### config.mk
export PLATFORM = sky130hd
export DESIGN_NAME = aluTop
export DESIGN_NICKNAME = d
export VERILOG_FILES = /design/src/rtl/aluPkg.sv /design/src/rtl/aluCompute.sv /design/src/rtl/aluOperandRegs.sv /design/src/rtl/aluResultRegs.sv /design/src/rtl/aluTop.sv
export SDC_FILE = /design/constraint.sdc
export NUM_CORES = 1
export LEC_CHECK = 0
export BUFFER_PORTS_ARGS = -buffer_cell sky130_fd_sc_hd__buf_2
export CELL_PAD_IN_SITES_DETAIL_PLACEMENT = 0
export CELL_PAD_IN_SITES_GLOBAL_PLACEMENT = 2
export CORE_MARGIN = 2
export CORE_UTILIZATION = 42
export DETAILED_ROUTE_END_ITERATION = 7
export MAX_ROUTING_LAYER = met4
export PLACE_DENSITY_LB_ADDON = 0.08
export SYNTH_ARGS = -nofsm -noshare
export SYNTH_HDL_FRONTEND = slang
export SYNTH_SLANG_ARGS = --single-unit
### constraint.sdc
create_clock -name DSPCLK -period 6.7 [get_ports DSPCLK]
set_clock_uncertainty 0.05 [all_clocks]
set_input_delay 1.005 -clock DSPCLK [delete_from_list [all_inputs] [get_ports DSPCLK]]
set_output_delay 1.005 -clock DSPCLK [all_outputs]
set_load 0.02 [all_outputs]
### src/rtl/aluPkg.sv
// ALU package
// Word, operation, selector and status types shared by the ALU pipeline stages

package aluPkg;

  // Data word for operands, results and both buses
  typedef logic [15:0] dataWordT;

  // Status flags: zero, negative, carry, overflow
  typedef logic [3:0] astatT;

  localparam int flagZ = 0;
  localparam int flagN = 1;
  localparam int flagC = 2;
  localparam int flagV = 3;

  typedef enum logic [2:0] {
    opAdd,
    opSub,    // X minus Y
    opAnd,
    opOr,
    opXor,
    opPassX,
    opPassY,
    opNotX
  } aluOpT;

  typedef enum logic [1:0] {
    xAx0,
    xAx1,
    xAr
  } xSrcT;

  typedef enum logic [1:0] {
    yAy0,
    yAy1,
    yAf,
    yConst
  } ySrcT;

  typedef enum logic [2:0] {
    rdAx0,
    rdAx1,
    rdAy0,
    rdAy1,
    rdAr,
    rdAf,
    rdAstat
  } readSrcT;

  // Saturation limits for a 16-bit two's complement AR
  localparam dataWordT satPos = 16'h7fff;
  localparam dataWordT satNeg = 16'h8000;

endpackage

### src/rtl/aluCompute.sv
// ALU compute stage
// Arithmetic and logic on the latched operands, registered result and flags
`timescale 1ns/100ps

module aluCompute import aluPkg::*; (
  input  logic     DSPCLK,
  input  logic     rst,
  input  dataWordT xOp,
  input  dataWordT yOp,
  input  aluOpT    opS1,
  input  logic     satS1,
  input  logic     toAfS1,
  input  logic     validS1,
  output dataWordT resS2,
  output astatT    flagsS2,
  output logic     satS2,
  output logic     toAfS2,
  output logic     validS2
);

  logic [16:0] sum;
  dataWordT yAdd;
  dataWordT res;
  logic carry, ovf;
  logic isArith;

  // Subtract is X + ~Y + 1
  assign yAdd = (opS1 == opSub) ? ~yOp : yOp;
  assign sum = {1'b0, xOp} + {1'b0, yAdd} + {16'b0, opS1 == opSub};
  assign isArith = (opS1 == opAdd) || (opS1 == opSub);

  always_comb begin
    case (opS1)
      opAdd,
      opSub:   res = sum[15:0];
      opAnd:   res = xOp & yOp;
      opOr:    res = xOp | yOp;
      opXor:   res = xOp ^ yOp;
      opPassX: res = xOp;
      opPassY: res = yOp;
      default: res = ~xOp;
    endcase
  end

  // Same-sign operands with a differing result sign
  assign ovf = isArith && (xOp[15] == yAdd[15]) && (sum[15] != xOp[15]);
  assign carry = isArith && sum[16];

  always_ff @(posedge DSPCLK) begin
    if (rst) begin
      validS2 <= 1'b0;
    end else begin
      validS2 <= validS1;
    end
  end

  always_ff @(posedge DSPCLK) begin
    if (validS1) begin
      resS2          <= res;
      flagsS2[flagZ] <= (res == '0);
      flagsS2[flagN] <= res[15];
      flagsS2[flagC] <= carry;
      flagsS2[flagV] <= ovf;
      satS2          <= satS1;
      toAfS2         <= toAfS1;
    end
  end

endmodule

### src/rtl/aluOperandRegs.sv
// ALU operand registers
// Banked AX0/AX1/AY0/AY1, X and Y operand forming, stage 1 pipeline register
`timescale 1ns/100ps

module aluOperandRegs import aluPkg::*; (
  input  logic     DSPCLK,
  input  logic     rst,
  input  dataWordT dmdIn,
  input  dataWordT pmdIn,
  input  logic     accPm,
  input  logic     shadow,
  input  logic     loadAx0,
  input  logic     loadAx1,
  input  logic     loadAy0,
  input  logic     loadAy1,
  input  logic     execute,
  input  aluOpT    aluOp,
  input  xSrcT     xSrc,
  input  ySrcT     ySrc,
  input  logic     zeroX,
  input  logic     zeroY,
  input  logic     invX,
  input  logic     invY,
  input  dataWordT constVal,
  input  logic     satEn,
  input  logic     toAf,
  input  dataWordT arWord,
  input  dataWordT afWord,
  input  readSrcT  readSrc,
  output dataWordT xOp,
  output dataWordT yOp,
  output aluOpT    opS1,
  output logic     satS1,
  output logic     toAfS1,
  output logic     validS1,
  output dataWordT operandReadWord
);

  // Register slots within a bank
  localparam int slotAx0 = 0;
  localparam int slotAx1 = 1;
  localparam int slotAy0 = 2;
  localparam int slotAy1 = 3;

  // Bank 0 is primary, bank 1 is shadow
  dataWordT opBank [2][4];
  dataWordT loadBus;
  logic [3:0] loadVec;
  dataWordT ax0, ax1, ay0, ay1;
  dataWordT xSel, ySel, xZero, yZero;

  assign loadBus = accPm ? pmdIn : dmdIn;
  assign loadVec = {loadAy1, loadAy0, loadAx1, loadAx0};

  always_ff @(posedge DSPCLK) begin
    if (rst) begin
      opBank <= '{default: '0};
    end else begin
      for (int i = 0; i < 4; i++) begin
        if (loadVec[i]) begin
          opBank[shadow][i] <= loadBus;
        end
      end
    end
  end

  // Current bank view
  assign ax0 = opBank[shadow][slotAx0];
  assign ax1 = opBank[shadow][slotAx1];
  assign ay0 = opBank[shadow][slotAy0];
  assign ay1 = opBank[shadow][slotAy1];

  always_comb begin
    case (xSrc)
      xAx0:    xSel = ax0;
      xAx1:    xSel = ax1;
      xAr:     xSel = arWord;
      default: xSel = '0;
    endcase
    case (ySrc)
      yAy0:    ySel = ay0;
      yAy1:    ySel = ay1;
      yAf:     ySel = afWord;
      default: ySel = constVal;
    endcase
  end

  // Zero forcing first, then inversion
  assign xZero = zeroX ? '0 : xSel;
  assign yZero = zeroY ? '0 : ySel;

  always_ff @(posedge DSPCLK) begin
    if (rst) begin
      validS1 <= 1'b0;
    end else begin
      validS1 <= execute;
    end
  end

  always_ff @(posedge DSPCLK) begin
    if (execute) begin
      xOp    <= invX ? ~xZero : xZero;
      yOp    <= invY ? ~yZero : yZero;
      opS1   <= aluOp;
      satS1  <= satEn;
      toAfS1 <= toAf;
    end
  end

  // Operand half of the readback mux
  always_comb begin
    case (readSrc)
      rdAx0:   operandReadWord = ax0;
      rdAx1:   operandReadWord = ax1;
      rdAy0:   operandReadWord = ay0;
      rdAy1:   operandReadWord = ay1;
      default: operandReadWord = '0;
    endcase
  end

endmodule

### src/rtl/aluResultRegs.sv
// ALU result registers
// Banked AF and AR with AR saturation, status register and bus readback
`timescale 1ns/100ps

module aluResultRegs import aluPkg::*; (
  input  logic     DSPCLK,
  input  logic     rst,
  input  dataWordT dmdIn,
  input  dataWordT pmdIn,
  input  logic     accPm,
  input  logic     shadow,
  input  logic     moveAr,
  input  dataWordT resS2,
  input  astatT    flagsS2,
  input  logic     satS2,
  input  logic     toAfS2,
  input  logic     validS2,
  input  logic     readEn,
  input  readSrcT  readSrc,
  input  dataWordT operandReadWord,
  output dataWordT arWord,
  output dataWordT afWord,
  output astatT    astat,
  output dataWordT dmdOut
);

  // Index 0 primary, 1 shadow
  dataWordT afBank [2];
  dataWordT arBank [2];
  dataWordT moveBus;
  dataWordT arIn;
  dataWordT readWord;

  assign moveBus = accPm ? pmdIn : dmdIn;

  // Clamp by the carry when overflow hits with saturation on
  always_comb begin
    if (satS2 && flagsS2[flagV]) begin
      arIn = flagsS2[flagC] ? satNeg : satPos;
    end else begin
      arIn = resS2;
    end
  end

  always_ff @(posedge DSPCLK) begin
    if (rst) begin
      afBank <= '{default: '0};
      arBank <= '{default: '0};
      astat  <= '0;
    end else begin
      if (validS2) begin
        astat <= flagsS2;
        if (toAfS2) begin
          afBank[shadow] <= resS2;
        end
      end
      // A move to AR overrides the pipeline write
      if (moveAr) begin
        arBank[shadow] <= moveBus;
      end else if (validS2 && !toAfS2) begin
        arBank[shadow] <= arIn;
      end
    end
  end

  assign arWord = arBank[shadow];
  assign afWord = afBank[shadow];

  always_comb begin
    case (readSrc)
      rdAr:    readWord = arWord;
      rdAf:    readWord = afWord;
      rdAstat: readWord = dataWordT'(astat);
      default: readWord = operandReadWord;
    endcase
  end

  assign dmdOut = readEn ? readWord : '0;

endmodule

### src/rtl/aluTop.sv
// ALU top level
// Three-stage pipeline of operand forming, compute and result write
`timescale 1ns/100ps

module aluTop import aluPkg::*; (
  input  logic     DSPCLK,
  input  logic     rst,
  input  dataWordT dmdIn,
  input  dataWordT pmdIn,
  input  logic     accPm,
  input  logic     shadow,
  input  logic     loadAx0,
  input  logic     loadAx1,
  input  logic     loadAy0,
  input  logic     loadAy1,
  input  logic     moveAr,
  input  logic     execute,
  input  aluOpT    aluOp,
  input  xSrcT     xSrc,
  input  ySrcT     ySrc,
  input  logic     zeroX,
  input  logic     zeroY,
  input  logic     invX,
  input  logic     invY,
  input  dataWordT constVal,
  input  logic     satEn,
  input  logic     toAf,
  input  logic     readEn,
  input  readSrcT  readSrc,
  output dataWordT dmdOut,
  output astatT    astat
);

  // Stage 1 outputs
  dataWordT xOp, yOp;
  aluOpT opS1;
  logic satS1, toAfS1, validS1;
  // Stage 2 outputs
  dataWordT resS2;
  astatT flagsS2;
  logic satS2, toAfS2, validS2;
  // Feedback and readback
  dataWordT arWord, afWord, operandReadWord;

  aluOperandRegs operandRegs_i (
    .DSPCLK(DSPCLK), .rst(rst), .dmdIn(dmdIn), .pmdIn(pmdIn),
    .accPm(accPm), .shadow(shadow),
    .loadAx0(loadAx0), .loadAx1(loadAx1), .loadAy0(loadAy0), .loadAy1(loadAy1),
    .execute(execute), .aluOp(aluOp), .xSrc(xSrc), .ySrc(ySrc),
    .zeroX(zeroX), .zeroY(zeroY), .invX(invX), .invY(invY),
    .constVal(constVal), .satEn(satEn), .toAf(toAf),
    .arWord(arWord), .afWord(afWord), .readSrc(readSrc),
    .xOp(xOp), .yOp(yOp), .opS1(opS1), .satS1(satS1), .toAfS1(toAfS1),
    .validS1(validS1), .operandReadWord(operandReadWord)
  );

  aluCompute compute_i (
    .DSPCLK(DSPCLK), .rst(rst), .xOp(xOp), .yOp(yOp), .opS1(opS1),
    .satS1(satS1), .toAfS1(toAfS1), .validS1(validS1),
    .resS2(resS2), .flagsS2(flagsS2), .satS2(satS2), .toAfS2(toAfS2),
    .validS2(validS2)
  );

  aluResultRegs resultRegs_i (
    .DSPCLK(DSPCLK), .rst(rst), .dmdIn(dmdIn), .pmdIn(pmdIn),
    .accPm(accPm), .shadow(shadow), .moveAr(moveAr),
    .resS2(resS2), .flagsS2(flagsS2), .satS2(satS2), .toAfS2(toAfS2),
    .validS2(validS2), .readEn(readEn), .readSrc(readSrc),
    .operandReadWord(operandReadWord),
    .arWord(arWord), .afWord(afWord), .astat(astat), .dmdOut(dmdOut)
  );

endmodule

-- Word level (Yosys, flattened, before mapping)
Cells that the tools add are included.
- register bits after elaboration: 257
- bits of input ports: 75
- output and inout bits: 20
- logic and storage cells: 119
- add/subtract/negate cells: 2
- magnitude comparators: 2
- equality and inequality tests: 18
- multiplexer cells: 49
- bitwise logic cells: 8
- reductions and logical operators: 16
- operators by type and width (kind ; number):
    $mux 128 ; 7
    $bwmux 128 ; 4
    $mux 16 ; 17
    $demux 64 s1 ; 4
    $mux 64 ; 4
    $pmux 16 s3 ; 3
    $bwmux 32 ; 3
    $mux 32 ; 3
    $pmux 16 s6 ; 1
    $not 16->16 ; 4
    $pmux 16 s4 ; 1
    $mux 48 ; 1
    $eq 3x3->1 const B ; 6
    $add 16x16->17 ; 1
    $add 17x1->17 ; 1
    $and 16x16->16 ; 1
    $demux 16 s1 ; 1
    $logic_not 16->1 ; 1
    $or 16x16->16 ; 1
    $xor 16x16->16 ; 1
    $eq 3x2->1 const B ; 4
    $eq 3x1->1 const B ; 2
    $logic_and 1x1->1 ; 6
    $logic_not 3->1 ; 2
    other kinds (13) ; 16

-- Logic depth before layout (Yosys ltp)
- depth after elaboration: 16
- mapped depth: 16
- mapped depth without buffers: 12

-- Cells and area by module
Synthesis repeated with hierarchy kept, for this count alone.
- cell total of the unflattened synthesis: 1593
- area total of the unflattened synthesis: 14775.4 um^2
- modules (own cells, without submodules) (module ; times used ; cells an instance ; area an instance (um^2) ; seq. area each (um^2)):
    aluOperandRegs ; 1 ; 806 ; 8044.0 ; 3693.5
    aluResultRegs ; 1 ; 414 ; 3611.0 ; 1361.3
    aluCompute ; 1 ; 373 ; 3120.5 ; 650.6

-- Worst setup path before layout
OpenSTA, ideal clock, no wires.
- path kind: register to register
- start: reg operandRegs_i.opS1[2]
- end: reg compute_i.flagsS2[0], data pin
- setup time: 257 ps
- data arrival time: 4177 ps
- setup slack: 2217 ps
- cell stages (with the launch flop): 17
- cells stage by stage: edfxtp_1 -> buf_6 -> buf_2 -> or2_2 -> clkbuf_1 -> nor2_1 -> clkbuf_1 -> xnor2_1 -> ha_1 -> and2_1 -> a221oi_1 -> a21oi_1 -> o2111a_1 -> o31a_1 -> o31ai_1 -> nor2_1 -> and4bb_1
- cells in the longest elaborated chain, start to end: 6
- elaborated cells between the ends (all ways): 13
- ends and longest elaborated chain (what ; line ; RTL):
    start, declared ; aluOperandRegs.sv:32 ; output aluOpT opS1,
    start signal, assigned ; aluOperandRegs.sv:104 ; opS1 <= aluOp;
    $eq 3x1->1 ; aluCompute.sv:28, aluCompute.sv:29, aluCompute.sv:33 ;
    $mux 16 ; aluCompute.sv:28 ; assign yAdd = (opS1 == opSub) ? ~yOp : yOp;
    $add 16x16->17 ; aluCompute.sv:29 ; assign sum = {1'b0, xOp} + {1'b0, yAdd} + {16'b0, opS1 == opSub};
    $add 17x1->17 ; aluCompute.sv:29 ;
    $pmux 16 s6 (*) ; aluCompute.sv:33 ; case (opS1)
    via compute_i.res[14] ; aluCompute.sv:23 ; dataWordT res;
    $logic_not 16->1 (*) ; aluCompute.sv:60 ; flagsS2[flagZ] <= (res == '0);
    end signal, assigned by index ; aluCompute.sv:60 ;
    end signal, assigned by index ; aluCompute.sv:61 ; flagsS2[flagN] <= res[15];
    end signal, assigned by index ; aluCompute.sv:62 ; flagsS2[flagC] <= carry;
    end, declared ; aluCompute.sv:15 ; output astatT flagsS2,
The timed path passes the listed nets; every way through them passes the cells marked *.
A chain may end at the register's enable or synchronous reset.

-- Worst setup path in the final report
- start: reg operandRegs_i.opS1[0]
- end: reg compute_i.flagsS2[0], data pin
The elaborated chain is that of the path after synthesis.

==> flow_results.org <==
** CTS
- The later pin in the worst-skew pair is clocked with a latency of 0.57 ns.
- Number of buffers on the longest clock path :: 3
- PostCTS Resize Cnt :: 0
- Counting every sink on the clock net gives 256.
- After clock tree synthesis, the clock-pin slew on the worst setup and hold paths is 0.06 ns.
- Root Buffer Master :: clkbuf_16
- For this design, the CTS-stage hold fixing added 0 buffers.
- CTS tree :: built
- Deepest level of the CTS H-tree :: 1
- Post-CTS setup buffer count :: 0
- Cts bufs inserted :: 30

** Routing
- Drt pass-1 iters :: 5
- DR iter-0 viols :: 889
- Wires add up to 49.2 mm.
- The count of nets left with antenna violations once routing finished came out at 0.
- Dividing the detail-routed via count by the number of cells gives 5.83.
- Average wire length per cell after detail routing :: 23.9 µm
- After detailed routing, the number of remaining DRC violations is 0.
- Via count :: 12.0k

** Synthesis
- Synthesis inferred 256 register bits.
- The number of nets handed over by synthesis was 1694.
- Top flip-flop cell by instance count after synthesis :: dfxtp_1
- Number of distinct library cell variants in the gate-level netlist after synthesis :: 66
- Counting every instance in the synthesized netlist gives 1568.
- After synthesis, the share of flip-flops with an asynchronous set or reset is 0%.
- Number of warning messages in the yosys log :: 0
- Synth Area per Inst :: 9.41 µm²
- After synthesis, the cell types taking the most area are dfxtp_1 (27%), edfxtp_1 (12%), mux4_2 (10%), a211oi_1 (8.3%), nor2_1 (5.7%).
- Post-Syn Area :: 14800 µm²
- Portion of the post-synthesis area used by sequential elements :: 38.7%
- The share of synthesized area in the top cell type comes to 26.9%.
- Biggest area consumer among synthesized cells :: dfxtp_1
- Counting flops with a built-in enable in the synthesized netlist gives 58.

** Floorplanning
- Width of the chip :: 191 µm
- Overall die area :: 36600 µm²
- Number of rows in the core area :: 68
- During I/O placement, the number of pins put on the boundary was 95.
- Once the floorplan was initialized, standard cells occupied 42.7% of the core.
- The floorplan step defined a core boundary enclosing 34500 µm².
- From bottom edge to top edge, the die measures 191 µm.

** Pwr
- Total power for the finished layout comes to 4.17 mW.
- Combinational cells account for 20.1% of the total power.
- The clock network accounts for 37.1% of the total power.
- VDD sags by at most 0.212 mV.
- Seq pwr share :: 42.8%
- Fraction of power spent switching nets :: 29.9%
- For this design the ratio of total power to cell area is 254 nW/µm².
- Switching component of the power :: 1.25 mW
- Reported leakage power :: 6.43 nW
- P_int :: 2.92 mW

** Final layout
- Relative to the synthesized area, the layout overhead comes to 11.4%.
- Filler-free cell count of the finished design :: 2061
- The repair_antennas step left the layout with diodes totalling 0.
- After routing the design area is 16400 µm².
- In the layout the commonest cells are nor2_1 (224), dfxtp_1 (198), a211oi_1 (163).
- FF+latch area :: 5710 µm²
- The library cell used most frequently in the layout, excluding fill and tap cells, is nor2_1.
- Count of filler cells inserted in the layout :: 3404
- In the final layout, the multi-input gates occupy 8260 µm².
- Net count, final :: 1712
- Share of layout cells above drive strength 1 :: 17.2%

** Critical path
- The worst setup path is launched from a register.
- R2R setup slack :: 2.03 ns
- Type of the worst setup path :: reg -> reg
- Critical Path Sink Type :: register
- Number of cells on the worst reg-to-reg path :: 14
- Worst Path Max Fanout :: 37
- The startpoint identified for the worst register-to-register timing path is operandRegs_i.opS1[0].
- For the worst setup path, the data arrival time is 4.94 ns.
- End of the worst register-to-register path :: compute_i.flagsS2[0]
- Required time worst endpoint :: 6.97 ns

** STA
- The final critical path takes up 69.7% of the cycle.
- Setup repair after global routing left no endpoint under its margin.
- After layout, the minimum clock period comes to 4.67 ns.
- The max-slew violation total from the final report was 0.
- The number of hold-slack violations in the final timing report was 0.
- Maximum achievable frequency :: 214 MHz
- Transition time at the pin with the least slew margin :: 1.25 ns
- Rel. slew slack :: 14.4%
- Summed over all failing endpoints, the final setup total negative slack is 0 ns.
- Setup violations remaining at the end of the flow were counted as 0.
- Across all hold checks on the routed design, the worst slack comes to 0.382 ns.

** Flow run
- Across the run, the number of max-cap violations was 0.

** Worst hold path
- The worst hold path begins at operandRegs_i.satS1.
- The worst hold path passes through 0 cells.
- The path with the worst hold slack has its endpoint at compute_i.satS2.
- Worst min path class :: reg -> reg

** GRT
- Summed over all layers, the global routing overflow is 0.
- Overall routing resource usage :: 27.9%
- Global-route wire length before repair :: 74.1 mm
- Vias in the first global route :: 11.3k
- The initial antenna violation count came to 1.
- Entering global routing, the biggest net connects 103 pins.

** Placement
- In this run the tool buffered the top-level ports with 94 buffer cells.
- After legalization and detailed placement, the total HPWL measured 34.9 mm.
- Global placement routability congestion :: 0.857
- In this run the cell area measured after placement is 15500 µm².
- Once placement completed, the tool counted placed cells totaling 2009.

** Run status
- Run status :: finished clean
-- cell type report --
| cell class | count | share of cell area [%] |
|---|---|---|
| inverter | 71 | 1.62 |
| multi-input combinational | 1101 | 50.3 |
| sequential | 256 | 34.7 |
| clock inverter | 7 | 0.221 |
| tap | 455 | 3.46 |
| timing repair buffer | 126 | 4.38 |
| clock buffer | 45 | 5.34 |
-- stage by stage --
stage	setup slack, ns	util [%]
floorplan	2.22	-
global placement	2.19	44.9
detailed placement	2.01	44.9
CTS	2.00	47.6
global route	1.64	47.6
finish	2.03	47.6
-- cells by family (layout without fill, tap and decap cells) --
kind of cell | Yosys count | count (layout) | share of synthesized area (%)
AO/OA/AOI/OAI | 376 | 376 | 17.7
XOR/XNOR | 56 | 56 | 3.32
adder cells (fa/ha/maj) | 51 | 51 | 4.38
buffers and inverters | 211 | 249 | 5.46
flip-flops | 256 | 256 | 38.7
multiplexers | 170 | 170 | 17.5
AND/OR/NAND/NOR | 448 | 448 | 13.0
-- routing by layer --
| layer | vias to the layer above | track usage (%) | part of all wire [%] |
|---|---|---|---|
| met5 | - | - | 0 |
| met2 | 326 | 43.5 | 47 |
| met3 | 55 | 2.83 | 4.7 |
| met1 | 5912 | 38.8 | 46 |
| met4 | 0 | 7.07 | 2.6 |
| li1 | 5717 | - | - |
-- worst max path at each step --
stage                          startpoint                   end  slack (ns)  cells after the start
finish              operandRegs_i.opS1[0]  compute_i.flagsS2[0]        2.03                     14
global route        operandRegs_i.opS1[0]  compute_i.flagsS2[0]        1.64                     14
CTS                 operandRegs_i.opS1[0]  compute_i.flagsS2[0]        2.00                     14
detailed placement  operandRegs_i.opS1[0]  compute_i.flagsS2[0]        2.01                     14
global placement    operandRegs_i.opS1[0]  compute_i.flagsS2[0]        2.19                     14
floorplan           operandRegs_i.opS1[2]  compute_i.flagsS2[0]        2.22                     16
-- power groups by stage --
stage | logic [mW] | clock network, mW | registers (mW)
global route | 0.917 | 1.64 | 1.80
finish | 0.839 | 1.55 | 1.79
floorplan | 0.598 | 0 | 1.77
CTS | 0.839 | 1.57 | 1.78
global placement | 0.831 | 0 | 1.81
detailed placement | 0.836 | 0 | 1.82
-- cells in the mapped netlist, drive strengths merged (3+ instances only) --
master    n
ha       50
nand4     3
and2     29
mux2     25
o31ai     3
and3      4
nor2    226
a21o      8
mux2i    77
nor2b    11
o221ai    4
a221oi   10
a21oi    82
o211a     4
nor4      3
o31a      3
o21ai    33
o21a      3
a32oi     5
xnor2    19
edfxtp   58
a22oi    18
nand3     9
clkbuf  113
nand2b    6
o32ai     6
o22ai     9
dfxtp   198
mux4     68
inv      68
buf      27
xor2     37
a31oi     8
a211oi  164
nand2   123
nor3     24
clkinv    3
-- flip-flops by register name, indices dropped and copies added, names as in the netlist, 3 cells and up --
| signal | flops |
|---|---|
| compute_i.flagsS2 | 4 |
| operandRegs_i.yOp | 16 |
| operandRegs_i.opBank | 128 |
| operandRegs_i.opS1 | 3 |
| resultRegs_i.astat | 4 |
| resultRegs_i.arBank | 32 |
| operandRegs_i.xOp | 16 |
| compute_i.resS2 | 15 |
| resultRegs_i.afBank | 32 |
-- worst max-delay path, cell delays in order (launching register included) --
cell and delay, ns:
edfxtp_1 0.32, buf_4 0.40, clkinv_1 0.45, nor2_1 0.44, buf_4 0.34, xnor2_1 0.16, ha_1 0.34, and2_1 0.20
and4_1 0.20, a22oi_2 0.29, a221oi_1 0.16, o41ai_1 0.52, xor2_1 0.12, o22ai_1 0.18, and4bb_1 0.23
(Power assumes the default switching activity.)
